==> config.mk <==
export PLATFORM = sky130hd
export DESIGN_NAME = memory_pager
export DESIGN_NICKNAME = d
export VERILOG_FILES = /design/src/pager_pkg.sv /design/src/atm_pager.sv /design/src/memory_pager.sv /design/src/port_decoder.sv /design/src/window_select.sv
export VERILOG_INCLUDE_DIRS = /design/src
export SDC_FILE = /design/constraint.sdc
export NUM_CORES = 1
export LEC_CHECK = 0
export ABC_AREA = 1
export CORE_UTILIZATION = 58
export DETAILED_ROUTE_END_ITERATION = 7
export DONT_BUFFER_PORTS = 1
export GPL_TIMING_DRIVEN = 0
export HOLD_SLACK_MARGIN = 0.06
export PLACE_DENSITY_LB_ADDON = 0.25
export SLEW_MARGIN = 25
export SYNTH_ARGS = -nofsm -noshare
export SYNTH_HDL_FRONTEND = slang
export SYNTH_SLANG_ARGS = --single-unit
==> constraint.sdc <==
create_clock -name fclk -period 1.4 [get_ports fclk]
set_clock_uncertainty 0.05 [all_clocks]
set_input_delay 0.07 -clock fclk [delete_from_list [all_inputs] [get_ports fclk]]
set_output_delay 0.07 -clock fclk [all_outputs]
set_load 0.02 [all_outputs]
==> src/pager_defs.svh <==
`ifndef PAGER_DEFS_SVH
`define PAGER_DEFS_SVH

// z80 bus widths
`define PAGER_ADDR_W 16
`define PAGER_DATA_W 8

// physical page number, 256 pages of 16 KB make 4 MB
`define PAGER_PAGE_W 8

// 16 KB windows in the 64 KB z80 space
`define PAGER_WINDOWS 4

// port addresses
`define PAGER_PORT_7FFD 16'h7FFD // pentagon 1024 memory port, full decode
`define PAGER_PORT_F7 8'hF7 // atm page ports xxF7, low byte only
`define PAGER_PORT_77 8'h77 // atm system port xx77, low byte only

// fclk cycles of zclk_stall after a dos entry, turn-on cycle included
`define PAGER_STALL_CYCLES 4

`endif

==> src/pager_pkg.sv <==
`include "pager_defs.svh"

package pager_pkg;

	// z80 address bus
	typedef logic [`PAGER_ADDR_W-1:0] zaddr_t;

	// z80 data bus
	typedef logic [`PAGER_DATA_W-1:0] zdata_t;

	// physical page number going to the memory decoder
	typedef logic [`PAGER_PAGE_W-1:0] page_t;

	// pentagon 1 MB page assembled from port 7FFD
	typedef logic [5:0] pent_page_t;

	// window number, same as za[15:14]
	typedef logic [1:0] win_idx_t;

endpackage

==> src/atm_pager.sv <==
`timescale 1ns/1ns
`include "pager_defs.svh"

module atm_pager
#(
	parameter int WINDOW = 0 // which za[15:14] this block serves
)
(
	input  logic                  fclk,
	input  logic                  arst_n,
	input  pager_pkg::zaddr_t     za,
	input  pager_pkg::zdata_t     zd,
	input  logic                  mreq_n, // tracked for dos entry and exit
	input  logic                  m1_n,
	input  logic                  zpos, // z80 clock rising edge strobe
	input  logic                  zneg, // z80 clock falling edge strobe
	input  logic                  pager_off,
	input  logic                  pent1m_rom,
	input  pager_pkg::pent_page_t pent1m_page,
	input  logic                  pent1m_ram0_0,
	input  logic                  pent1m_1m_on,
	input  logic                  in_nmi, // nmi handler wants the last ram page at 0000
	input  logic                  atm_f7_wr,
	input  logic                  dos, // current dos state, picks the rom half
	output logic                  dos_turn_on,
	output logic                  dos_turn_off,
	output logic                  zclk_stall,
	output pager_pkg::page_t      page,
	output logic                  romnram
);

	localparam pager_pkg::win_idx_t WIN = pager_pkg::win_idx_t'(WINDOW);
	// counter runs load..7 then wraps to 0, giving STALL_CYCLES-1 cycles after turn-on
	localparam logic [2:0] STALL_LOAD = 3'(8 - (`PAGER_STALL_CYCLES - 1));

	pager_pkg::page_t pages [0:1]; // one page per map, map picked by pent1m_rom
	logic [1:0]       ramnrom; // 1 = ram, 0 = rom
	logic [1:0]       dos_7ffd; // ram: mix in 7FFD bits, rom: follow dos
	pager_pkg::page_t next_page;
	logic             next_romnram;
	logic             win_hit; // za points into this window
	logic             m1_n_reg; // m1_n sampled at zpos
	logic             mreq_n_reg; // mreq_n sampled at zneg
	logic             fetch_stb; // start of an m1 fetch in this window
	logic [2:0]       stall_count;

	assign win_hit = (za[15:14] == WIN);

	// page registers, written through xFF7 and x7F7
	always_ff @(posedge fclk or negedge arst_n)
	begin
		if (!arst_n)
		begin
			pages[0] <= '0;
			pages[1] <= '0;
			ramnrom  <= '0;
			dos_7ffd <= '0;
		end
		else if (atm_f7_wr && win_hit)
		begin
			if (za[11]) // xFF7, 1 MB pages with flags in d7..d6
			begin
				pages[pent1m_rom]    <= ~{2'b11, zd[5:0]};
				ramnrom[pent1m_rom]  <= zd[6];
				dos_7ffd[pent1m_rom] <= zd[7];
			end
			else // x7F7, full 4 MB ram page
			begin
				pages[pent1m_rom]   <= ~zd;
				ramnrom[pent1m_rom] <= 1'b1; // mix bit keeps its value
			end
		end
	end

	// page rule, highest priority first
	always_comb
	begin
		next_page    = pages[pent1m_rom];
		next_romnram = ~ramnrom[pent1m_rom];
		if (pager_off)
		begin
			next_page    = '1; // service rom
			next_romnram = 1'b1;
		end
		else if ((WIN == 2'd0) && in_nmi)
		begin
			next_page    = '1; // last ram page
			next_romnram = 1'b0;
		end
		else if ((WIN == 2'd0) && pent1m_ram0_0)
		begin
			next_page    = '0;
			next_romnram = 1'b0;
		end
		else if (dos_7ffd[pent1m_rom])
		begin
			if (ramnrom[pent1m_rom])
			begin
				if (pent1m_1m_on)
					next_page = {pages[pent1m_rom][7:6], pent1m_page}; // whole 1 MB
				else
					next_page = {pages[pent1m_rom][7:3], pent1m_page[2:0]}; // 128 KB
			end
			else
				next_page = {pages[pent1m_rom][7:1], dos}; // dos picks the rom half
		end
	end

	always_ff @(posedge fclk or negedge arst_n)
	begin
		if (!arst_n)
		begin
			page    <= '1;
			romnram <= 1'b1; // same as pager off
		end
		else
		begin
			page    <= next_page;
			romnram <= next_romnram;
		end
	end

	// z80 control sampling on its own clock edges
	always_ff @(posedge fclk or negedge arst_n)
	begin
		if (!arst_n)
		begin
			m1_n_reg   <= 1'b1;
			mreq_n_reg <= 1'b1;
		end
		else
		begin
			if (zpos)
				m1_n_reg <= m1_n;
			if (zneg)
				mreq_n_reg <= mreq_n;
		end
	end

	assign fetch_stb = zneg & win_hit & ~m1_n_reg & ~mreq_n & mreq_n_reg;

	// trdos entry at 3Dxx from the 7FFD-mixed rom of map 1
	assign dos_turn_on  = fetch_stb & (za[13:8] == 6'h3D) & dos_7ffd[1] & ~ramnrom[1] &
		pent1m_rom;
	assign dos_turn_off = fetch_stb & ramnrom[pent1m_rom]; // any fetch from ram leaves dos

	// hold the z80 clock while the rom chip switches halves
	always_ff @(posedge fclk or negedge arst_n)
	begin
		if (!arst_n)
			stall_count <= '0;
		else if (dos_turn_on)
			stall_count <= STALL_LOAD; // 101 -> 110 -> 111 -> 000
		else if (stall_count[2])
			stall_count <= stall_count + 3'd1;
	end

	assign zclk_stall = dos_turn_on | stall_count[2];

endmodule

==> src/memory_pager.sv <==
`timescale 1ns/1ns
`include "pager_defs.svh"

module memory_pager
(
	input  logic              fclk,
	input  logic              arst_n,
	input  pager_pkg::zaddr_t za,
	input  pager_pkg::zdata_t zd,
	input  logic              iorq_n,
	input  logic              wr_n,
	input  logic              mreq_n,
	input  logic              m1_n,
	input  logic              zpos,
	input  logic              zneg,
	input  logic              in_nmi,
	output pager_pkg::page_t  page,
	output logic              romnram,
	output logic              dos,
	output logic              zclk_stall
);

	logic                                  atm_f7_wr;
	logic                                  pager_off;
	logic                                  pent1m_rom;
	pager_pkg::pent_page_t                 pent1m_page;
	logic                                  pent1m_ram0_0;
	logic                                  pent1m_1m_on;
	pager_pkg::page_t [`PAGER_WINDOWS-1:0] win_page; // one entry per window
	logic [`PAGER_WINDOWS-1:0]             win_romnram;
	logic [`PAGER_WINDOWS-1:0]             win_dos_on;
	logic [`PAGER_WINDOWS-1:0]             win_dos_off;
	logic [`PAGER_WINDOWS-1:0]             win_stall;

	port_decoder port_decoder_inst
	(
		.fclk          (fclk),
		.arst_n        (arst_n),
		.za            (za),
		.zd            (zd),
		.iorq_n        (iorq_n),
		.wr_n          (wr_n),
		.atm_f7_wr     (atm_f7_wr),
		.pager_off     (pager_off),
		.pent1m_rom    (pent1m_rom),
		.pent1m_page   (pent1m_page),
		.pent1m_ram0_0 (pent1m_ram0_0),
		.pent1m_1m_on  (pent1m_1m_on)
	);

	for (genvar w = 0; w < `PAGER_WINDOWS; w++)
	begin : g_window
		atm_pager #(.WINDOW(w)) atm_pager_inst
		(
			.fclk          (fclk),
			.arst_n        (arst_n),
			.za            (za),
			.zd            (zd),
			.mreq_n        (mreq_n),
			.m1_n          (m1_n),
			.zpos          (zpos),
			.zneg          (zneg),
			.pager_off     (pager_off),
			.pent1m_rom    (pent1m_rom),
			.pent1m_page   (pent1m_page),
			.pent1m_ram0_0 (pent1m_ram0_0),
			.pent1m_1m_on  (pent1m_1m_on),
			.in_nmi        (in_nmi),
			.atm_f7_wr     (atm_f7_wr),
			.dos           (dos), // shared dos flag fed back
			.dos_turn_on   (win_dos_on[w]),
			.dos_turn_off  (win_dos_off[w]),
			.zclk_stall    (win_stall[w]),
			.page          (win_page[w]),
			.romnram       (win_romnram[w])
		);
	end

	window_select window_select_inst
	(
		.fclk        (fclk),
		.arst_n      (arst_n),
		.za          (za),
		.win_page    (win_page),
		.win_romnram (win_romnram),
		.win_dos_on  (win_dos_on),
		.win_dos_off (win_dos_off),
		.win_stall   (win_stall),
		.page        (page),
		.romnram     (romnram),
		.dos         (dos),
		.zclk_stall  (zclk_stall)
	);

endmodule

==> src/port_decoder.sv <==
`timescale 1ns/1ns
`include "pager_defs.svh"

module port_decoder
(
	input  logic                  fclk,
	input  logic                  arst_n,
	input  pager_pkg::zaddr_t     za, // z80 address bus
	input  pager_pkg::zdata_t     zd, // z80 data bus, latched on port writes
	input  logic                  iorq_n,
	input  logic                  wr_n,
	output logic                  atm_f7_wr, // one-cycle strobe for the xxF7 page ports
	output logic                  pager_off, // atm PEN inverted, rom everywhere
	output logic                  pent1m_rom, // d4 of 7FFD, selects the map
	output pager_pkg::pent_page_t pent1m_page, // 1 MB page from 7FFD
	output logic                  pent1m_ram0_0, // ram page 0 into window 0
	output logic                  pent1m_1m_on // 1 MB addressing of 7FFD
);

	logic wr_n_reg; // wr_n one fclk back
	logic io_wr_stb; // first fclk of an i/o write
	logic port_7ffd_hit;
	logic port_77_hit;

	always_ff @(posedge fclk or negedge arst_n)
	begin
		if (!arst_n)
			wr_n_reg <= 1'b1;
		else
			wr_n_reg <= wr_n;
	end

	// wr_n falls while iorq_n is low
	assign io_wr_stb = ~iorq_n & ~wr_n & wr_n_reg;

	assign atm_f7_wr     = io_wr_stb & (za[7:0] == `PAGER_PORT_F7);
	assign port_7ffd_hit = io_wr_stb & (za == `PAGER_PORT_7FFD); // full 16-bit decode
	assign port_77_hit   = io_wr_stb & (za[7:0] == `PAGER_PORT_77);

	// pentagon 1024 port 7FFD
	always_ff @(posedge fclk or negedge arst_n)
	begin
		if (!arst_n)
		begin
			pent1m_page <= '0;
			pent1m_rom  <= 1'b0; // boot rom select
		end
		else if (port_7ffd_hit)
		begin
			pent1m_page <= {zd[7:5], zd[2:0]}; // d7..d5 are the 1 MB extension bits
			pent1m_rom  <= zd[4];
		end
	end

	// atm system port xx77
	always_ff @(posedge fclk or negedge arst_n)
	begin
		if (!arst_n)
		begin
			pager_off     <= 1'b1; // boot with the service rom in every window
			pent1m_1m_on  <= 1'b0;
			pent1m_ram0_0 <= 1'b0;
		end
		else if (port_77_hit)
		begin
			pager_off     <= ~zd[0]; // d0 is PEN, 1 turns paging on
			pent1m_1m_on  <= zd[1];
			pent1m_ram0_0 <= zd[2];
		end
	end

endmodule

==> src/window_select.sv <==
`timescale 1ns/1ns
`include "pager_defs.svh"

module window_select
(
	input  logic                                       fclk,
	input  logic                                       arst_n,
	input  pager_pkg::zaddr_t                          za,
	input  pager_pkg::page_t [`PAGER_WINDOWS-1:0]      win_page, // page of each window
	input  logic [`PAGER_WINDOWS-1:0]                  win_romnram,
	input  logic [`PAGER_WINDOWS-1:0]                  win_dos_on, // dos entry pulses
	input  logic [`PAGER_WINDOWS-1:0]                  win_dos_off, // dos exit pulses
	input  logic [`PAGER_WINDOWS-1:0]                  win_stall,
	output pager_pkg::page_t                           page, // to the memory decoder
	output logic                                       romnram,
	output logic                                       dos,
	output logic                                       zclk_stall
);

	pager_pkg::win_idx_t win_sel; // addressed window
	logic                any_dos_on;
	logic                any_dos_off;

	assign win_sel = za[15:14];

	// memory side follows za with no delay
	assign page    = win_page[win_sel];
	assign romnram = win_romnram[win_sel];

	assign any_dos_on  = |win_dos_on;
	assign any_dos_off = |win_dos_off;

	always_ff @(posedge fclk or negedge arst_n)
	begin
		if (!arst_n)
			dos <= 1'b0;
		else if (any_dos_on) // entry wins over exit
			dos <= 1'b1;
		else if (any_dos_off)
			dos <= 1'b0;
	end

	// any window may ask for the stall
	assign zclk_stall = |win_stall;

endmodule
==> metrics.md <==
| Metric | Value |
|---|---|
| Result of the run | `complete, but fails checks` |
| Violations in the final reports | `design-rule violations, negative hold slack, negative setup slack` |
| Most common cell after layout, fill and taps aside | `sky130_fd_sc_hd__nand2_1` |
| Cell types with the largest area share after synthesis | `sky130_fd_sc_hd__dfrtp_1, sky130_fd_sc_hd__nand2_1, sky130_fd_sc_hd__dfstp_2, sky130_fd_sc_hd__nand3_1, sky130_fd_sc_hd__inv_1` |
| Root buffer cell | `sky130_fd_sc_hd__clkbuf_16` |
| RR Startpoint | `port_decoder_inst.pent1m_rom` |
| I/O pin count | `44` |
| Layout overhead on the synthesized area | `31.0%` |
| Clk slew on worst S/H paths | `approximately 0.06 ns` |
| Top cell type's share of synthesized area | `0.361` |
| Largest net degree at the start of global routing | `143` |
| Synth Net Count | `894` |
| Global placement routability congestion | `a little under 1` |
| Number of warnings printed during yosys synthesis | `0` |
| Gate Count Post-Synth | `857` |
| Final-report setup violation count | `112` |
| Global routing usage on met2 | `0.549` |
| Clock Sinks | `142` |
| Post-placement cell count | `1,000` |
| Layer carrying the most global-route usage | `met2` |
| Register-to-register setup slack | `-0.45 ns` |
| Post-layout util | `0.793` |
| Remaining Overflow, GRT | `0` |
| Number of buffers between clock root and the deepest sink | `2` |
| Fin worst setup slack | `-0.468 ns` |
| Cell Rows | `39` |
| Number of buffers inserted during clock tree synthesis | `17` |
| DRC marker count from the first detailed-route iteration | `1,188` |
| Hold slack final | `-0.715 ns` |
| Fraction of final layout cells sized beyond drive strength 1 | `0.336` |
| Area inside the core boundary | `roughly 12,000 sq um` |
| Number of storage elements in the synthesis netlist | `142` |
| Maximum achievable frequency | `0.535 GHz` |
| Commonest non-fill, non-tap cells in the layout | `sky130_fd_sc_hd__nand2_1, sky130_fd_sc_hd__dfrtp_1, sky130_fd_sc_hd__nand2_2, sky130_fd_sc_hd__nand3_1, sky130_fd_sc_hd__inv_1` |
| Start-to-end type of the worst setup path | `flip-flop to output port` |
| Source-to-sink clock delay at the later pin of the worst-skew pair | `0.44 ns` |
| Summed negative setup slack over all endpoints | `-28.71 ns` |
| Starting density of the core | `0.606` |
| Non-filler cells, final | `1,097` |
| M3 GR Usage | `0.0977` |
| Setup repair after global routing missed its margin | `yes` |
| Synth cell types | `39` |
| Antenna viol nets, final | `0` |
| Number of antenna violations at the first check in global routing | `0` |
| Number of detailed-route iterations in the first pass | `8` |
| Count of input and output buffers | `0` |
| Startpoint of the worst setup timing path | `port_decoder_inst.pent1m_rom` |
| FF-to-FF End | `g_window[0].atm_pager_inst.page[2]` |
| Slew Viols, Final | `0` |
| HPWL Detailed | `approximately 14 mm` |
| Clock tree from TritonCTS | `yes` |
| Cells on worst reg2reg path | `9` |
| Highest ir drop seen on vdd | `slightly below 0.8 mV` |
| Class of the most critical hold timing path | `input pin to async pin` |
| Final hold violations | `146` |
| Kind of end point of the critical path | `output port` |
| Vertical extent of the die | `112 um` |
| Final min period | `approximately 1.9 ns` |
| GRT Overall Usage | `0.362` |
| Final Routed Wirelength | `23.8 mm` |
| Die Footprint | `12,600 sq um` |
| Total standard cell area after synthesis | `7060 sq um` |
| Maximum level of the CTS H-tree | `4` |
| Critical Path Fanout Max | `4` |
| Global Route met1 Usage | `0.482` |
| Crit path arrival time | `1.75 ns` |
| Wirelength per Cell | `approximately 22 um` |
| Kind of start point of the critical path | `flip-flop` |
| Number of global-route vias before repair | `6,534` |
| Slew at the pin closest to its max-slew limit | `~0.77 ns` |
| DRC Markers | `1` |
| Inserted Diodes | `0` |
| Via count | `7,055` |
| Part of the cycle the worst path needs | `1.33` |
| Setup WS pre-CTS | `-0.417 ns` |
| Lkg Pwr | `0.00457 uW` |
| # nets final | `978` |
| Normalized max-slew margin | `0.484` |
| Proportion of synthesized chip area in sequential cells | `0.510` |
| Via/cell ratio | `6.43` |
| Required time at the worst-slack endpoint | `around 1.3 ns` |
| Power density cells | `1020 nW/um^2` |
| Fill cell total of the finished layout | `647` |
| Number of maximum-capacitance constraint violations | `0` |
| Chip width | `112 um` |
| Leading area contributor after synthesis | `sky130_fd_sc_hd__dfrtp_1` |
| Wire length of the first global-routing pass | `34.5 mm` |
| Avg Synthesized Cell Area | `8.24 sq um` |
[area by class of cell]
| class | count | area [sq um] | share of cell area |
|---|---|---|---|
| plain buffers | 34 | 289 | 0.0312 |
| clock buffers | 23 | 498 | 0.0538 |
| multi-input cells | 613 | 3610 | 0.390 |
| inverters | 67 | 274 | 0.0296 |
| flip-flops and latches | 142 | 3600 | 0.390 |
| repair buffers | 66 | 671 | 0.0725 |
| well taps | 143 | 179 | 0.0193 |
| clock inverters | 9 | 131 | 0.0142 |
[kinds of logic after synthesis]
group / Yosys count / synth area share
buffers and inverters: 102 / 0.0638
adders and majority gates: 4 / 0.00709
DFF: 142 / 0.510
muxes: 3 / 0.00425
xor gates and xnor gates: 4 / 0.00496
AOI/OAI and AO/OA: 91 / 0.0797
and+or+nand+nor: 511 / 0.330
[per-layer routing]
metal  vias up  part of all wire
met1      3333              0.36
met4         0             0.057
met2       593              0.45
met3       150              0.13
met5         -                 0
li1       2979                 -
[how the worst max path moves through the flow]
stage                                               to  slack (ns)
floorplan                                    flip-flop       -0.11
global placement    g_window[0].atm_pager_inst.page[3]       -0.41
detailed placement                           flip-flop       -0.42
CTS                                         zclk_stall       -0.37
global route                                zclk_stall       -0.54
finish                                      zclk_stall       -0.47
[stage by stage]
stage,hold slack [ns],area (sq um),total power [uW]
floorplan,-0.276,7070,4450
global placement,-0.273,7250,4530
detailed placement,-0.272,7250,4540
CTS,-0.725,8830,9360
global route,-0.730,9250,9600
finish,-0.715,9250,9410
[power by group]
part / leakage [uW] / switching, uW / total (uW) / internal [uW]
Combinational: 0.00247 / 294 / 427 / 132
Clock: 0.000301 / 1760 / 4790 / 3030
Sequential: 0.00180 / 21.8 / 4190 / 4170
Total: 0.00457 / 2070 / 9410 / 7340
[synth_stat cells]
cell                       number
sky130_fd_sc_hd__buf_6          5
sky130_fd_sc_hd__a21boi_0       1
sky130_fd_sc_hd__nor4_1         1
sky130_fd_sc_hd__dfstp_2       40
sky130_fd_sc_hd__nand4_1       25
sky130_fd_sc_hd__nand2_1      321
sky130_fd_sc_hd__or2_2         11
sky130_fd_sc_hd__nor2_1        36
sky130_fd_sc_hd__buf_4          1
sky130_fd_sc_hd__clkbuf_1       7
sky130_fd_sc_hd__or2_1          1
sky130_fd_sc_hd__nand3_2        6
sky130_fd_sc_hd__xnor2_1        4
sky130_fd_sc_hd__nand3_4        2
sky130_fd_sc_hd__o31ai_1        1
sky130_fd_sc_hd__o21bai_1       1
sky130_fd_sc_hd__inv_2          8
sky130_fd_sc_hd__nand2_2        3
sky130_fd_sc_hd__mux2i_1        3
sky130_fd_sc_hd__nand2_8        1
sky130_fd_sc_hd__nor3b_1        1
sky130_fd_sc_hd__o21ai_1       14
sky130_fd_sc_hd__o211ai_1      22
sky130_fd_sc_hd__o21ai_0       27
sky130_fd_sc_hd__nand3_1       85
sky130_fd_sc_hd__nand3b_1       1
sky130_fd_sc_hd__a21oi_1        7
sky130_fd_sc_hd__nor2_8         5
sky130_fd_sc_hd__a22oi_1       18
sky130_fd_sc_hd__clkinv_1      10
sky130_fd_sc_hd__or3_1          1
sky130_fd_sc_hd__nor2_2         4
sky130_fd_sc_hd__buf_1          1
sky130_fd_sc_hd__inv_1         49
sky130_fd_sc_hd__nor2_4         2
sky130_fd_sc_hd__buf_2         21
sky130_fd_sc_hd__nor3_1         5
sky130_fd_sc_hd__ha_1           4
sky130_fd_sc_hd__dfrtp_1      102
[worst max-delay path: stages (launching register included)]
cell                      delay [ns]
sky130_fd_sc_hd__dfrtp_2        0.42
sky130_fd_sc_hd__buf_6          0.14
sky130_fd_sc_hd__nand2_4        0.04
sky130_fd_sc_hd__or2_1          0.26
sky130_fd_sc_hd__nor2_2         0.15
sky130_fd_sc_hd__nand2_2        0.09
sky130_fd_sc_hd__nand2_2        0.08
sky130_fd_sc_hd__nor2_4         0.05
sky130_fd_sc_hd__nand2_4        0.09
[timing repair]
item / in CTS / in global routing
cloned: 2 / 1
pin swaps: 46 / 35
hold buffers: 29 / 2
setup buffers: 28 / 12
resized for setup: 118 / 122
setup endpoints to repair: 123 / 134
hold endpoints to repair: 256 / 148
No activity file was read; power rests on OpenSTA's default activity.
